--- src/hw/bus_int_consts.svh ---
/*
 * Bus interface constants: settings and readback addresses,
 * compatibility number, SFP+ cage count and register reset values
 */
`ifndef BUS_INT_CONSTS_SVH
`define BUS_INT_CONSTS_SVH

// ----------------------------------------------------------------------
// Settings bus addresses
// ----------------------------------------------------------------------
`define SR_LEDS          8'd0
`define SR_SW_RST        8'd1
`define SR_CLOCK_CTRL    8'd2
// One rate-select control word per SFP+ cage
`define SR_SFPP_CTRL0    8'd8
`define SR_SFPP_CTRL1    8'd9

// ----------------------------------------------------------------------
// Readback bus addresses
// ----------------------------------------------------------------------
`define RB_COUNTER       8'd0
`define RB_CLK_STATUS    8'd3
`define RB_COMPAT_NUM    8'd6
// Pin and PHY status, one word per cage
`define RB_SFPP_STATUS0  8'd8
`define RB_SFPP_STATUS1  8'd9

// ----------------------------------------------------------------------
// Identity and reset values
// ----------------------------------------------------------------------
// Major in the upper half of the compat word
`define COMPAT_MAJOR     16'h000A
`define COMPAT_MINOR     16'h0000

// Bit 6 set, GPSDO reference enabled out of reset
`define CLOCK_CTRL_RESET 7'b1000000

// Number of SFP+ cages on the board
`define NUM_SFPP         2

`endif

--- src/hw/apb_pkg.sv ---
/*
 * APB slave address type and bridge FSM states
 */
package apb_pkg;

   // Byte address, word index in bits 9:2
   typedef logic [9:0] apb_addr_t;

   // Bridge FSM
   // IDLE waits for setup, ACCESS issues the strobe, DONE raises PREADY
   typedef enum logic [1:0] {
      IDLE,
      ACCESS,
      DONE
   } apb_state_t;

endpackage

--- src/hw/bus_types_pkg.sv ---
/*
 * Types for the settings and readback buses
 * and the SFP+ status fields
 */
package bus_types_pkg;

   // Settings or readback register address
   typedef logic [7:0]  set_addr_t;

   // Settings write data and readback word
   typedef logic [31:0] set_data_t;

   // SFP+ cage pins
   // MSB to LSB: module absent, tx fault, rx loss of signal
   typedef logic [2:0]  sfpp_pins_t;

   // PHY status word, all bits asynchronous to clk
   typedef logic [15:0] phy_status_t;

endpackage

--- src/hw/settings_bus_if.sv ---
/*
 * Settings bus with its readback bus
 * Bridge is the master, a register block answers its own addresses
 */
`timescale 1ns/1ns

interface settings_bus_if
   import bus_types_pkg::*;
();

   // Write side
   logic      set_stb;
   set_addr_t set_addr;
   set_data_t set_data;

   // Read side, rb_data is combinational from rb_addr
   logic      rb_rd_stb;
   set_addr_t rb_addr;
   set_data_t rb_data;

   modport bridge (
      output set_stb, set_addr, set_data,
      output rb_rd_stb, rb_addr,
      input  rb_data
   );

   // Zero on rb_data for addresses the block does not own
   modport block (
      input  set_stb, set_addr, set_data,
      input  rb_rd_stb, rb_addr,
      output rb_data
   );

endinterface

--- src/hw/apb_settings_bridge.sv ---
/*
 * APB slave onto the shared settings and readback buses
 * One strobe per transfer, PREADY in the second access cycle
 */
`timescale 1ns/1ns

module apb_settings_bridge
   import bus_types_pkg::*;
   import apb_pkg::*;
(
   input  logic           clk,
   input  logic           i_rst_n,
   // APB slave port
   input  logic           i_psel,
   input  logic           i_penable,
   input  logic           i_pwrite,
   input  apb_addr_t      i_paddr,
   input  set_data_t      i_pwdata,
   output set_data_t      o_prdata,
   output logic           o_pready,
   // Shared bus, one copy per register block
   settings_bus_if.bridge bus_ctrl,
   settings_bus_if.bridge bus_sfpp
);

   apb_state_t state;
   apb_state_t state_nxt;
   logic       acc_cyc;
   set_addr_t  bus_addr;
   set_data_t  rb_word;

   // ----------------------------------------------------------------------
   // Transfer FSM
   // ----------------------------------------------------------------------
   always_comb begin
      state_nxt = state;
      case (state)
         // Setup cycle seen
         IDLE:    if (i_psel && !i_penable) state_nxt = ACCESS;
         // First access cycle, strobe goes out here
         ACCESS:  if (i_psel && i_penable) state_nxt = DONE;
         // PREADY cycle, host releases afterwards
         DONE:    state_nxt = IDLE;
         default: state_nxt = IDLE;
      endcase
   end

   always_ff @(posedge clk) begin
      if (!i_rst_n) begin
         state <= IDLE;
      end else begin
         state <= state_nxt;
      end
   end

   // Only the first access cycle counts, PENABLE stays up one more
   assign acc_cyc  = (state == ACCESS) && i_psel && i_penable;
   assign o_pready = (state == DONE);

   // Word address from the byte address
   assign bus_addr = i_paddr[9:2];

   // ----------------------------------------------------------------------
   // Bus drive, same values to both blocks
   // ----------------------------------------------------------------------
   assign bus_ctrl.set_stb   = acc_cyc && i_pwrite;
   assign bus_ctrl.set_addr  = bus_addr;
   assign bus_ctrl.set_data  = i_pwdata;
   assign bus_ctrl.rb_rd_stb = acc_cyc && !i_pwrite;
   assign bus_ctrl.rb_addr   = bus_addr;

   assign bus_sfpp.set_stb   = acc_cyc && i_pwrite;
   assign bus_sfpp.set_addr  = bus_addr;
   assign bus_sfpp.set_data  = i_pwdata;
   assign bus_sfpp.rb_rd_stb = acc_cyc && !i_pwrite;
   assign bus_sfpp.rb_addr   = bus_addr;

   // Blocks zero what they do not own, so a plain OR merges them
   assign rb_word = bus_ctrl.rb_data | bus_sfpp.rb_data;

   // Read data taken at the strobe edge
   // Held through DONE while the host samples it
   always_ff @(posedge clk) begin
      if (acc_cyc && !i_pwrite) begin
         o_prdata <= rb_word;
      end
   end

endmodule

--- src/hw/bus_int_top.sv ---
/*
 * Board control bus top: APB bridge, control registers, SFP+ status
 */
`timescale 1ns/1ns
`include "bus_int_consts.svh"

module bus_int_top
   import bus_types_pkg::*;
   import apb_pkg::*;
(
   input  logic                         clk,
   input  logic                         i_rst_n,
   // APB slave
   input  logic                         i_psel,
   input  logic                         i_penable,
   input  logic                         i_pwrite,
   input  apb_addr_t                    i_paddr,
   input  set_data_t                    i_pwdata,
   output set_data_t                    o_prdata,
   output logic                         o_pready,
   // Board control pins
   input  logic        [4:0]            i_clock_status,
   output logic        [7:0]            o_leds,
   output logic        [3:0]            o_sw_rst,
   output logic        [6:0]            o_clock_control,
   output logic        [`NUM_SFPP-1:0][1:0] o_sfpp_rs_oe,
   // SFP+ cage status
   input  sfpp_pins_t  [`NUM_SFPP-1:0]  i_sfpp_pins,
   input  phy_status_t [`NUM_SFPP-1:0]  i_phy_status
);

   // One bus copy per register block, same master
   settings_bus_if bus_ctrl ();
   settings_bus_if bus_sfpp ();

   apb_settings_bridge u_bridge (
      .clk       (clk),
      .i_rst_n   (i_rst_n),
      .i_psel    (i_psel),
      .i_penable (i_penable),
      .i_pwrite  (i_pwrite),
      .i_paddr   (i_paddr),
      .i_pwdata  (i_pwdata),
      .o_prdata  (o_prdata),
      .o_pready  (o_pready),
      .bus_ctrl  (bus_ctrl.bridge),
      .bus_sfpp  (bus_sfpp.bridge)
   );

   ctrl_regs u_ctrl (
      .clk             (clk),
      .i_rst_n         (i_rst_n),
      .bus             (bus_ctrl.block),
      .i_clock_status  (i_clock_status),
      .o_leds          (o_leds),
      .o_sw_rst        (o_sw_rst),
      .o_clock_control (o_clock_control),
      .o_sfpp_rs_oe    (o_sfpp_rs_oe)
   );

   sfpp_status u_sfpp (
      .clk          (clk),
      .i_rst_n      (i_rst_n),
      .bus          (bus_sfpp.block),
      .i_sfpp_pins  (i_sfpp_pins),
      .i_phy_status (i_phy_status)
   );

endmodule

--- src/hw/ctrl_regs.sv ---
/*
 * Control settings registers plus identity, cycle counter
 * and clock status readbacks
 */
`timescale 1ns/1ns
`include "bus_int_consts.svh"

module ctrl_regs
   import bus_types_pkg::*;
(
   input  logic                      clk,
   input  logic                      i_rst_n,
   settings_bus_if.block             bus,
   input  logic [4:0]                i_clock_status,
   output logic [7:0]                o_leds,
   output logic [3:0]                o_sw_rst,
   output logic [6:0]                o_clock_control,
   // Set bit pulls the RS pin low
   output logic [`NUM_SFPP-1:0][1:0] o_sfpp_rs_oe
);

   // Rate-select control address per cage
   localparam set_addr_t SFPP_CTRL_ADDR [`NUM_SFPP] = '{`SR_SFPP_CTRL0, `SR_SFPP_CTRL1};

   set_data_t counter;

   // ----------------------------------------------------------------------
   // Settings registers
   // ----------------------------------------------------------------------
   // Software reset bits
   //   0: PHY, 1: radio clock domain, 2: radio clock PLL, 3: spare
   always_ff @(posedge clk) begin
      if (!i_rst_n) begin
         o_leds          <= '0;
         o_sw_rst        <= '0;
         o_clock_control <= `CLOCK_CTRL_RESET;
         o_sfpp_rs_oe    <= '0;
      end else if (bus.set_stb) begin
         case (bus.set_addr)
            `SR_LEDS:       o_leds          <= bus.set_data[7:0];
            `SR_SW_RST:     o_sw_rst        <= bus.set_data[3:0];
            `SR_CLOCK_CTRL: o_clock_control <= bus.set_data[6:0];
            default: ;
         endcase
         // RS0 in bit 0, RS1 in bit 1
         for (int p = 0; p < `NUM_SFPP; p++) begin
            if (bus.set_addr == SFPP_CTRL_ADDR[p]) begin
               o_sfpp_rs_oe[p] <= bus.set_data[1:0];
            end
         end
      end
   end

   // ----------------------------------------------------------------------
   // Free-running cycle counter
   // ----------------------------------------------------------------------
   always_ff @(posedge clk) begin
      if (!i_rst_n) begin
         counter <= '0;
      end else begin
         counter <= counter + 32'd1;
      end
   end

   // ----------------------------------------------------------------------
   // Readback mux
   // ----------------------------------------------------------------------
   // Anything not listed reads as zero, sfpp_status answers its own
   always_comb begin
      case (bus.rb_addr)
         `RB_COMPAT_NUM: bus.rb_data = {`COMPAT_MAJOR, `COMPAT_MINOR};
         `RB_COUNTER:    bus.rb_data = counter;
         // Raw clock status, already in clk domain
         `RB_CLK_STATUS: bus.rb_data = {27'b0, i_clock_status};
         default:        bus.rb_data = '0;
      endcase
   end

endmodule

--- src/hw/sfpp_status.sv ---
/*
 * SFP+ pin and PHY status synchronizers
 * Sticky pin change flags, cleared by reading the status word
 */
`timescale 1ns/1ns
`include "bus_int_consts.svh"

module sfpp_status
   import bus_types_pkg::*;
(
   input  logic                         clk,
   input  logic                         i_rst_n,
   settings_bus_if.block                bus,
   input  sfpp_pins_t  [`NUM_SFPP-1:0]  i_sfpp_pins,
   input  phy_status_t [`NUM_SFPP-1:0]  i_phy_status
);

   // Status word address per cage
   localparam set_addr_t SFPP_STATUS_ADDR [`NUM_SFPP] = '{`RB_SFPP_STATUS0, `RB_SFPP_STATUS1};

   // Pin pipeline: two sync stages then a delayed copy
   sfpp_pins_t  [`NUM_SFPP-1:0] pin_meta;
   sfpp_pins_t  [`NUM_SFPP-1:0] pin_sync;
   sfpp_pins_t  [`NUM_SFPP-1:0] pin_dly;
   sfpp_pins_t  [`NUM_SFPP-1:0] chg_flag;
   phy_status_t [`NUM_SFPP-1:0] phy_meta;
   phy_status_t [`NUM_SFPP-1:0] phy_sync;
   logic        [`NUM_SFPP-1:0] rd_clr;

   // ----------------------------------------------------------------------
   // Synchronizers
   // ----------------------------------------------------------------------
   // Every bit asynchronous, each gets its own two flops
   // Pin value valid two cycles after a change
   always_ff @(posedge clk) begin
      for (int p = 0; p < `NUM_SFPP; p++) begin
         pin_meta[p] <= i_sfpp_pins[p];
         pin_sync[p] <= pin_meta[p];
         pin_dly[p]  <= pin_sync[p];
         phy_meta[p] <= i_phy_status[p];
         phy_sync[p] <= phy_meta[p];
      end
   end

   // ----------------------------------------------------------------------
   // Change flags
   // ----------------------------------------------------------------------
   // Read strobe to the cage's own status address
   always_comb begin
      for (int p = 0; p < `NUM_SFPP; p++) begin
         rd_clr[p] = bus.rb_rd_stb && (bus.rb_addr == SFPP_STATUS_ADDR[p]);
      end
   end

   // Edge between sync and delayed copy sets the flag
   // A change on the clearing edge still wins
   always_ff @(posedge clk) begin
      if (!i_rst_n) begin
         chg_flag <= '0;
      end else begin
         for (int p = 0; p < `NUM_SFPP; p++) begin
            chg_flag[p] <= (rd_clr[p] ? 3'b000 : chg_flag[p]) | (pin_sync[p] ^ pin_dly[p]);
         end
      end
   end

   // ----------------------------------------------------------------------
   // Readback
   // ----------------------------------------------------------------------
   // PHY status, 10 zero bits, change flags, synced pins
   always_comb begin
      bus.rb_data = '0;
      for (int p = 0; p < `NUM_SFPP; p++) begin
         if (bus.rb_addr == SFPP_STATUS_ADDR[p]) begin
            bus.rb_data = {phy_sync[p], 10'b0, chg_flag[p], pin_sync[p]};
         end
      end
   end

   // Settings side is unused here
   // Flags are cleared only through the readback strobe

endmodule

--- config.mk ---
export PLATFORM = sky130hd
export DESIGN_NAME = bus_int_top
export DESIGN_NICKNAME = d
export VERILOG_FILES = /design/src/hw/apb_pkg.sv /design/src/hw/bus_types_pkg.sv /design/src/hw/settings_bus_if.sv /design/src/hw/apb_settings_bridge.sv /design/src/hw/bus_int_top.sv /design/src/hw/ctrl_regs.sv /design/src/hw/sfpp_status.sv
export VERILOG_INCLUDE_DIRS = /design/src /design/src/hw
export SDC_FILE = /design/constraint.sdc
export NUM_CORES = 1
export LEC_CHECK = 0
export ABC_AREA = 1
export BUFFER_PORTS_ARGS = -buffer_cell sky130_fd_sc_hd__buf_2
export CAP_MARGIN = 20
export CORE_MARGIN = 2
export CORE_UTILIZATION = 45
export DETAILED_ROUTE_END_ITERATION = 8
export GPL_TIMING_DRIVEN = 0
export HOLD_SLACK_MARGIN = 0.12
export PLACE_DENSITY_LB_ADDON = 0.2
export SETUP_SLACK_MARGIN = 0.4
export SKIP_LAST_GASP = 1
export SYNTH_ARGS = -nofsm -noshare
export SYNTH_HDL_FRONTEND = slang
export SYNTH_SLANG_ARGS = --single-unit
--- constraint.sdc ---
create_clock -name clk -period 2.8 [get_ports clk]
set_input_delay 0.7 -clock clk [delete_from_list [all_inputs] [get_ports clk]]
set_output_delay 0.7 -clock clk [all_outputs]
set_load 0.05 [all_outputs]
==> run_results.csv, run 1 <==
group,metric,value,unit
pwr,p_leak,3.103,nW
logic_synthesis,synth_cells,664,
cts,clock-root-buffer,"clkbuf_16",
route,drt-vias-per-instance,4.776,
final_layout,area_growth,23.41,%
placed_design,io_buffer_count,119,
cts,clock-sinks,177,
floorplanning,boundaryPins,146,
logic_synthesis,ys_types,29,
worst_setup_path,arrival,1.15,ns
placed_design,gp_congestion,0.9316,
placed_design,hpwl,9.961,mm
grt,grt_usage,0.1933,
logic_synthesis,synth_area_per_cell,9.194,µm²
floorplanning,start_util,0.4610,
grt,grt_overflow_total,0,
logic_synthesis,ys_ff_latch,177,
cts,path_clk_slew,0.07,ns
final_layout,drive_gt1_frac,0.2218,
sta,rsz0062_at_grt,"no",
sta,slew_violations,0,
final_layout,instances_no_fill,992,
cts,cts_max_path_buffers,2,
route,wl_per_cell,13.68,µm
grt,grt_pass1_wl,21.40,mm
cts,htree_levels,4,
route,highest_layer,"met4",
logic_synthesis,yosysTopAreaCell,"dfxtp_1",
worst_hold_path,min_path_type,"reg -> reg",
logic_synthesis,netlist_area,0.006105,mm²
cts,cts_tree,"built",
logic_synthesis,synth_common_cells,"nand2_1 (168), dfxtp_1 (145), nor2_1 (91)",
floorplanning,die_w,120.5,µm
final_layout,antennaDiodeCount,0,
route,wl_met2,6.451,mm
logic_synthesis,synth_warnings,0,
route,drc_errors,0,
cts,cts_setup_buffers,0,
worst_setup_path,critical_path_class,"reg -> out",
logic_synthesis,synth_most_common_cell,"nand2_1",
cts,clkLatencyLatePin,0.43,ns
sta,fmax,539.6,MHz
route,wl_met3,691,µm
worst_setup_path,worstSetupStartpointType,"flop",
grt,grt_antenna_before_repair,0,
final_layout,final.fill_count,1222,
sta,setup_viol_count_final,0,
final_layout,fin_util,0.5689,
sta,worst_pin_slew,0.6318,ns
cts,cts_resized,0,
placed_design,place_inst,960,
final_layout,seqCellArea,0.003864,mm²
sta,period_needed,1.853,ns
cts,cts_made_buffers,17,
logic_synthesis,syn_nets,755,
worst_setup_path,end_kind,"primary output",
final_layout,nets,894,
sta,post-route-period-util,0.6619,
floorplanning,die-area,0.01451,mm²
logic_synthesis,seq_area_frac_synth,0.6329,
sta,hold_viol,0,
worst_setup_path,cp_slowest_stage_delay,0.34,ns
logic_synthesis,yosysTopAreaCellShare,0.4755,
route,drt_pass1_iterations,5,
logic_synthesis,synth_area_leaders,"dfxtp_1 (48%), edfxtp_1 (16%), nand2_1 (10%), nor2_1 (5.6%), nand3_1 (3.8%)",
floorplanning,core,0.01324,mm²
logic_synthesis,async_reset_ff_frac,0,
logic_synthesis,ys.flop_type,"dfxtp_1",
logic_synthesis,synth_edf_count,32,
route,drt-met1-wl,6.169,mm
final_layout,multi_input_area,0.001942,mm²
run_status,status,"finished, final reports clean",
sta,tns,0,ns
worst_setup_path,ff2ff_path_depth,7,
floorplanning,die_y,120.5,µm
worst_setup_path,crit_slowest_cell,"dfxtp_1",
route,vias,4738,
flow_run,cap_violations,0,
route,drt_iter0_drc,426,
floorplanning,num_rows,42,
worst_setup_path,required,2.10,ns
route,postRouteAntennaNets,0,
route,routed_wl,13.57,mm
sta,final.setup_skew,0.01012,ns
worst_hold_path,whs_path_depth,0,
pwr,powerDensity,681.5,mW/mm²
worst_setup_path,cp_cell_sequence,"inv_1, nor2_1, buf_2",
pwr,ir_drop,458.9,µV
sta,slew_headroom,0.5788,
grt,grt_max_degree,33,
worst_setup_path,crit_fanout,2,
cts,cts_hold_buf,0,
worst_setup_path,rrSetupSlack,1.13,ns
grt,grt_pass1_vias,4437,
## where the power goes
group          total [mW]  internal, mW  switching, mW  leakage (nW)
sequential           2.69          2.66         0.0269          1.54
clock                2.30          1.23           1.07         0.283
combinational       0.144        0.0608         0.0828          1.28
total                5.13          3.96           1.18          3.10
## per-stage QoR
step           worst slack [ns]  hold WS (ns)  power (mW)  cell area [µm²]
2_1_floorplan            0.4952        0.3096       2.809             6107
5_1_grt                  0.8756        0.3323       5.301             7533
3_5_place_dp             0.7958        0.3121       2.889             6948
4_1_cts                  0.9228        0.3280       5.160             7533
6_report                 0.9468        0.3248       5.134             7533
3_3_place_gp            -0.2539        0.3119       2.880             6923
## critical path: cells and delay by family, from the launching register on
family                 cells  cell delay, ns
and+or+nand+nor            1            0.07
DFF                        1            0.34
buffers and inverters      2            0.31
## flip-flops by register name, summed over array words and instances, names as in the netlist
name and cells:
u_ctrl.counter 32, u_bridge.o_prdata 32, u_sfpp.phy_sync 32, u_sfpp.pin_meta 6, u_sfpp.pin_sync 6, u_ctrl.o_sw_rst 4, u_ctrl.o_clock_control 7, u_bridge.state 2
u_sfpp.phy_meta 32, u_ctrl.o_leds 8, u_ctrl.o_sfpp_rs_oe 4, u_sfpp.chg_flag 6, u_sfpp.pin_dly 6
## cell type report
type | count | share of cell area
Clock buffer | 18 | 0.05979
Inverter | 55 | 0.02740
Tap cell | 176 | 0.02923
Sequential cell | 177 | 0.5129
Multi-Input combinational cell | 419 | 0.2578
Clock inverter | 14 | 0.01794
Buffer | 13 | 0.01329
Timing Repair Buffer | 120 | 0.08171
## cell usage in the layout, fill, tap and decap left out, drive strengths merged, types with 2 or more instances in the layout
master and instances:
nand3 51, o21ai 20, o211ai 8, and2 2
clkinvlp 2, a21oi 42, nand2 169, nor2 103
dfxtp 145, clkinv 3, o21a 2, nor3 4
edfxtp 32, inv 64, xnor2 6, buf 127
clkbuf 23, nand4 10
## routing by layer
metal  global-route usage  vias to the layer above
met3              0.04340                       23
li1                     -                     2429
met2               0.3114                      145
met4              0.08648                        0
met5                    0                        -
met1               0.2491                     2141
## cells by family (layout without fill, tap and decap cells)
family,count (synthesis),in the layout,synth area share
buffers and inverters,68,220,0.05022
xor gates and xnor gates,6,6,0.008608
AOI/OAI and AO/OA,73,73,0.06436
and+or+nand+nor,339,339,0.2419
adders and majority gates,1,1,0.002049
DFF,177,177,0.6329
## final timing paths
kind / start / endpoint
worst max-delay path: u_bridge.state[1]$_SDFFE_PN0P_ / o_pready
worst min-delay path: u_sfpp.phy_meta[6]$_DFF_P_ / u_sfpp.phy_sync[6]$_DFF_P_
worst max register to register: u_ctrl.counter[0]$_SDFF_PN0_ / u_ctrl.counter[30]$_SDFF_PN0_
worst min register to register: u_sfpp.phy_meta[6]$_DFF_P_ / u_sfpp.phy_sync[6]$_DFF_P_
Power figures use the tool's default switching activity.
==> inputs of run 2 (changes only) <==
clock period = 1.7 ns   (was 2.8 ns; I/O delays follow)
==> run 2 against run 1 <==
Count of clock-buffer cells in the layout is 3 higher. Sequential power up 65%. Sequential share of layout area is 10 points lower. Hold slack worse by 0.056 ns. Die area is the same. Critical path depth unchanged. Clock skew decreased by 0.0010 ns. Cell area up 27%. Via count rose by 12%. Cell count grew 8.5%. Largest cell class unchanged.
==> run_results.csv, run 2 (synthesis gave the netlist of run 1 again) <==
group,metric,value,unit
sta,setup_viol_count_final,0,
worst_setup_path,end_kind,"primary output",
cts,clkLatencyLatePin,0.43,ns
pwr,powerDensity,880.1,mW/mm²
pwr,p_leak,3.813,nW
route,routed_wl,16.91,mm
floorplanning,die_w,120.5,µm
grt,grt_usage,0.2228,
route,wl_per_cell,15.72,µm
grt,grt_max_degree,17,
worst_setup_path,crit_fanout,2,
pwr,ir_drop,987.0,µV
sta,rsz0062_at_grt,"yes",
worst_setup_path,crit_slowest_cell,"dfxtp_2",
final_layout,area_growth,56.94,%
grt,grt_pass1_wl,24.66,mm
sta,post-route-period-util,0.8707,
floorplanning,boundaryPins,146,
worst_setup_path,cp.buffers_inverters,2,
sta,slew_violations,0,
worst_hold_path,min_from,"i_pwdata[7]",
cts,path_clk_slew,0.06,ns
floorplanning,die-area,0.01451,mm²
route,drt_pass1_iterations,5,
sta,period_needed,1.480,ns
worst_setup_path,cp_slowest_stage_delay,0.34,ns
placed_design,place_ws,-0.5193,ns
sta,slew_headroom,0.4680,
worst_hold_path,min_path_type,"in -> reg",
final_layout,drive_gt1_frac,0.4344,
route,postRouteAntennaNets,0,
grt,top_usage_layer,"met2",
route,drt_iter0_drc,239,
cts,cts_made_buffers,17,
floorplanning,num_rows,42,
sta,final.setup_skew,0.009110,ns
flow_run,cap_violations,0,
sta,fmax,675.6,MHz
grt,use_met2,0.3859,
worst_setup_path,cp_cell_sequence,"inv_2, nor2_2, buf_6",
floorplanning,start_util,0.4610,
grt,gr-usage-met1,0.2741,
cts,htree_levels,4,
placed_design,io_buffer_count,119,
cts,clock-root-buffer,"clkbuf_16",
cts,cts_tree,"built",
pwr,power,8.432,mW
sta,setup_slack,0.2199,ns
worst_setup_path,required,1.27,ns
sta,hold_viol,0,
placed_design,hpwl,10.16,mm
floorplanning,die_y,120.5,µm
grt,met3_usage,0.05849,
final_layout,final_common_cell,"nand2_1",
cts,clock-sinks,177,
route,drc_errors,0,
grt,grt_overflow_total,0,
route,drt-vias-per-instance,4.940,
cts,cts_max_path_buffers,2,
grt,grt_antenna_before_repair,0,
run_status,status,"finished, final reports clean",
worst_setup_path,cp_top_family,"flip-flops",
floorplanning,core,0.01324,mm²
worst_setup_path,worstReg2RegStart,"u_bridge.state[1]$_SDFFE_PN0P_",
sta,worst_pin_slew,0.7981,ns
worst_setup_path,worstSetupStartpointType,"flop",
grt,grt_pass1_vias,5032,
worst_setup_path,critical_path_class,"reg -> out",
final_layout,final_cell_mix,"nand2_1 (130), dfxtp_1 (95), nor2_1 (66)",
worst_setup_path,arrival,1.06,ns
sta,hold-worst-slack,0.2693,ns
worst_setup_path,rrSetupSlack,0.24,ns
placed_design,gp_congestion,0.8130,
route,vias,5315,
final_layout,antennaDiodeCount,0,
final_layout,nets,979,
worst_setup_path,startpoint,"u_bridge.state[1]$_SDFFE_PN0P_",
==> run 2: cell types whose count changed in the layout (fill, tap and decap cells not counted), moves of 24 or more <==
cell	delta
buf_2	-58
dfxtp_1	-50
buf_6	+49
dfxtp_2	+41
dlygate4sd3_1	+38
nand2_1	-38
buf_4	+24
nor2_1	-24
==> run 2: timing repair <==
| item | in CTS | in global routing |
|---|---|---|
| endpoints found under the hold margin | 38 | 0 |
| cloned | 3 | 1 |
| setup endpoints to repair | 150 | 153 |
| hold buffers | 38 | 0 |
| resized for setup | 211 | 171 |
| setup buffers | 21 | 23 |
| pin swaps | 16 | 43 |
==> run 2: worst paths after layout <==
check                                         end  cells after the start
setup / recovery                         o_pready                      3
hold / removal      u_ctrl.o_leds[7]$_SDFFE_PN0P_                      3
setup reg to reg  u_bridge.o_prdata[28]$_DFFE_PP_                      6
hold reg to reg        u_sfpp.phy_sync[6]$_DFF_P_                      0
==> run 2: routing by layer <==
layer  vias to the layer above  part of all wire
met3                        21             0.055
met4                         0             0.015
li1                       2605                 -
met1                      2527              0.42
met2                       162              0.51
met5                         -                 0
==> run 2: final cells by class <==
class                           instances  area (µm²)
Buffer                                 13       120.1
Clock buffer                           21       471.7
Clock inverter                         10       73.82
Fill cell                             917        3662
Inverter                               55       232.7
Multi-Input combinational cell        420        2577
Sequential cell                       177        3949
Tap cell                              176       220.2
Timing Repair Buffer                  204        1936
==> run 2: tightest hold or removal path, cell delays in order <==
cell     delay [ns]
buf_2          0.11
nand3_4        0.07
a21oi_2        0.04
==> run 2: through the flow <==
stage | TNS [ns] | cells | utilization | area, µm²
after floorplan | 0 | 664 | - | 6155
after global placement | -14.47 | 959 | 0.5264 | 6970
after detailed placement | -16.18 | 959 | 0.5264 | 6970
after CTS | 0 | 1052 | 0.6634 | 8785
after global routing | 0 | 1076 | 0.7235 | 9580
final | 0 | 1076 | 0.7235 | 9580
==> run 2: report_power, final <==
part | leakage (nW) | switching, mW | internal, mW | total [mW]
clock network | 0.272 | 1.60 | 2.00 | 3.60
registers | 1.57 | 0.0564 | 4.37 | 4.43
logic | 1.97 | 0.195 | 0.205 | 0.399
==> inputs of run 3 (changes only) <==
CORE_MARGIN = 4   (was 2)
CORE_UTILIZATION = 30   (was 45)
==> run 3 against run 2 <==
Total power rose by 4.6%. Global-route usage fell by 7.4 points. First-iteration DRC count is 2.9% lower. Die area is 56% higher. Register-to-register slack about the same. Wire length decreased by 0.63%. Count of clock-buffer cells in the layout is 1 lower. Clock skew up 0.0043 ns. Critical endpoint is now u_ctrl.o_leds[6]$_SDFFE_PN0P_. Highest routed layer unchanged.
==> run_results.csv, run 3 (synthesis gave the netlist of run 1 again) <==
group,metric,value,unit
run_status,status,"finished, final reports clean",
cts,cts_tree,"built",
floorplanning,num_rows,51,
placed_design,place_ws,-0.5752,ns
route,drt_pass1_iterations,4,
cts,cts_made_buffers,17,
cts,clkLatencyLatePin,0.43,ns
route,routed_wl,16.81,mm
grt,grt_pass1_vias,4818,
final_layout,instances_no_fill,1175,
placed_design,hpwl,10.96,mm
route,drc_errors,0,
worst_setup_path,crit_fanout,5,
worst_setup_path,critical_path_class,"reg -> reg",
pwr,p_leak,3.819,nW
floorplanning,boundaryPins,146,
worst_hold_path,min_path_type,"in -> reg",
route,drt-vias-per-instance,4.290,
floorplanning,die_y,150.7,µm
sta,period_needed,1.472,ns
worst_setup_path,required,2.05,ns
pwr,powerDensity,896.2,mW/mm²
final_layout,final_cell_mix,"nand2_1 (139), dfxtp_1 (97), nor2_1 (65)",
floorplanning,die-area,0.02270,mm²
final_layout,nets,988,
sta,post-route-period-util,0.8656,
final_layout,drive_gt1_frac,0.4253,
flow_run,cap_violations,0,
placed_design,gp_congestion,0.8432,
cts,cts_max_path_buffers,2,
sta,setup_viol_count_final,0,
grt,top_usage_layer,"met2",
route,drt_iter0_drc,232,
cts,htree_levels,4,
route,vias,5041,
grt,gr-usage-met1,0.1963,
sta,setup_slack,0.2285,ns
route,wl_per_cell,14.30,µm
sta,worst_pin_slew,0.8656,ns
grt,grt_usage,0.1492,
grt,use_met2,0.2406,
floorplanning,core,0.01972,mm²
worst_setup_path,end_kind,"flop",
final_layout,antennaDiodeCount,0,
final_layout,final_common_cell,"nand2_1",
sta,hold_viol,0,
grt,met3_usage,0.03492,
placed_design,io_buffer_count,119,
cts,clock-sinks,177,
sta,fmax,679.6,MHz
worst_setup_path,worstSetupStartpointType,"flop",
final_layout,area_growth,61.18,%
grt,grt_max_degree,18,
grt,grt_overflow_total,0,
worst_setup_path,rrSetupSlack,0.23,ns
placed_design,place_inst,1048,
final_layout,final.fill_count,1808,
cts,path_clk_slew,0.07,ns
floorplanning,start_util,0.3096,
pwr,ir_drop,635.0,µV
cts,clock-root-buffer,"clkbuf_16",
sta,slew_violations,0,
floorplanning,die_w,150.7,µm
sta,rsz0062_at_grt,"yes",
route,postRouteAntennaNets,0,
sta,slew_headroom,0.4230,
sta,tns,0,ns
grt,grt_antenna_before_repair,0,
grt,grt_pass1_wl,25.67,mm
sta,final.setup_skew,0.01341,ns
worst_setup_path,arrival,1.82,ns
[run 3: area by class of cell]
cell class                      count  area, µm²  share of cell area
Clock buffer                       20      467.9             0.04756
Inverter                           55      226.5             0.02302
Clock inverter                     12      133.9             0.01361
Tap cell                          265      331.6             0.03370
Timing Repair Buffer              213       2090              0.2124
Sequential cell                   177       3934              0.3998
Buffer                             13      120.1             0.01221
Multi-Input combinational cell    420       2536              0.2578
[run 3: report_power, final]
part           switching, mW  total (mW)  leakage [nW]  internal [mW]
logic                  0.191       0.413          1.96          0.223
clock network           1.77        3.97         0.297           2.21
registers             0.0545        4.43          1.57           4.38
total                   2.01        8.82          3.82           6.81
[run 3: worst paths after layout]
check | from | to | cells after the start
setup reg to reg | u_bridge.state[1]$_SDFFE_PN0P_ | u_ctrl.o_leds[6]$_SDFFE_PN0P_ | 9
setup / recovery | u_bridge.state[1]$_SDFFE_PN0P_ | u_ctrl.o_leds[6]$_SDFFE_PN0P_ | 9
hold / removal | i_pwdata[6] | u_ctrl.o_clock_control[6]$_SDFFE_PN1P_ | 3
hold reg to reg | u_sfpp.phy_meta[3]$_DFF_P_ | u_sfpp.phy_sync[3]$_DFF_P_ | 0
[run 3: stage by stage]
stage	total power [mW]	utilization	hold slack, ns	cell area [µm²]
floorplan	4.630	-	0.3096	6155
detailed placement	4.763	0.3592	0.3121	7082
global placement	4.761	0.3592	0.3122	7082
CTS	8.867	0.4691	0.1980	9250
finish	8.818	0.4990	0.2261	9839
global route	9.131	0.4990	0.2165	9839
[run 3: per-layer routing]
| metal | part of all wire | vias up |
|---|---|---|
| met5 | 0 | - |
| met1 | 0.45 | 2298 |
| li1 | - | 2632 |
| met3 | 0.042 | 15 |
| met2 | 0.49 | 96 |
| met4 | 0.013 | 0 |
[run 3: critical path: stages, from the launching register on]
cell and delay (ns):
dfxtp_2 0.32, inv_2 0.05, nand4_1 0.11, buf_4 0.17, nor2_4 0.16, buf_12 0.14
buf_12 0.11, buf_8 0.12, nand3_2 0.07, a21oi_2 0.14
[run 3: what timing repair did]
action,in CTS,in global routing
buffers inserted,35,19
gates resized for setup,235,119
setup endpoints to repair,152,168
pin swaps,26,45
endpoints found under the hold margin,38,0
hold buffers,38,0
cloned,3,0
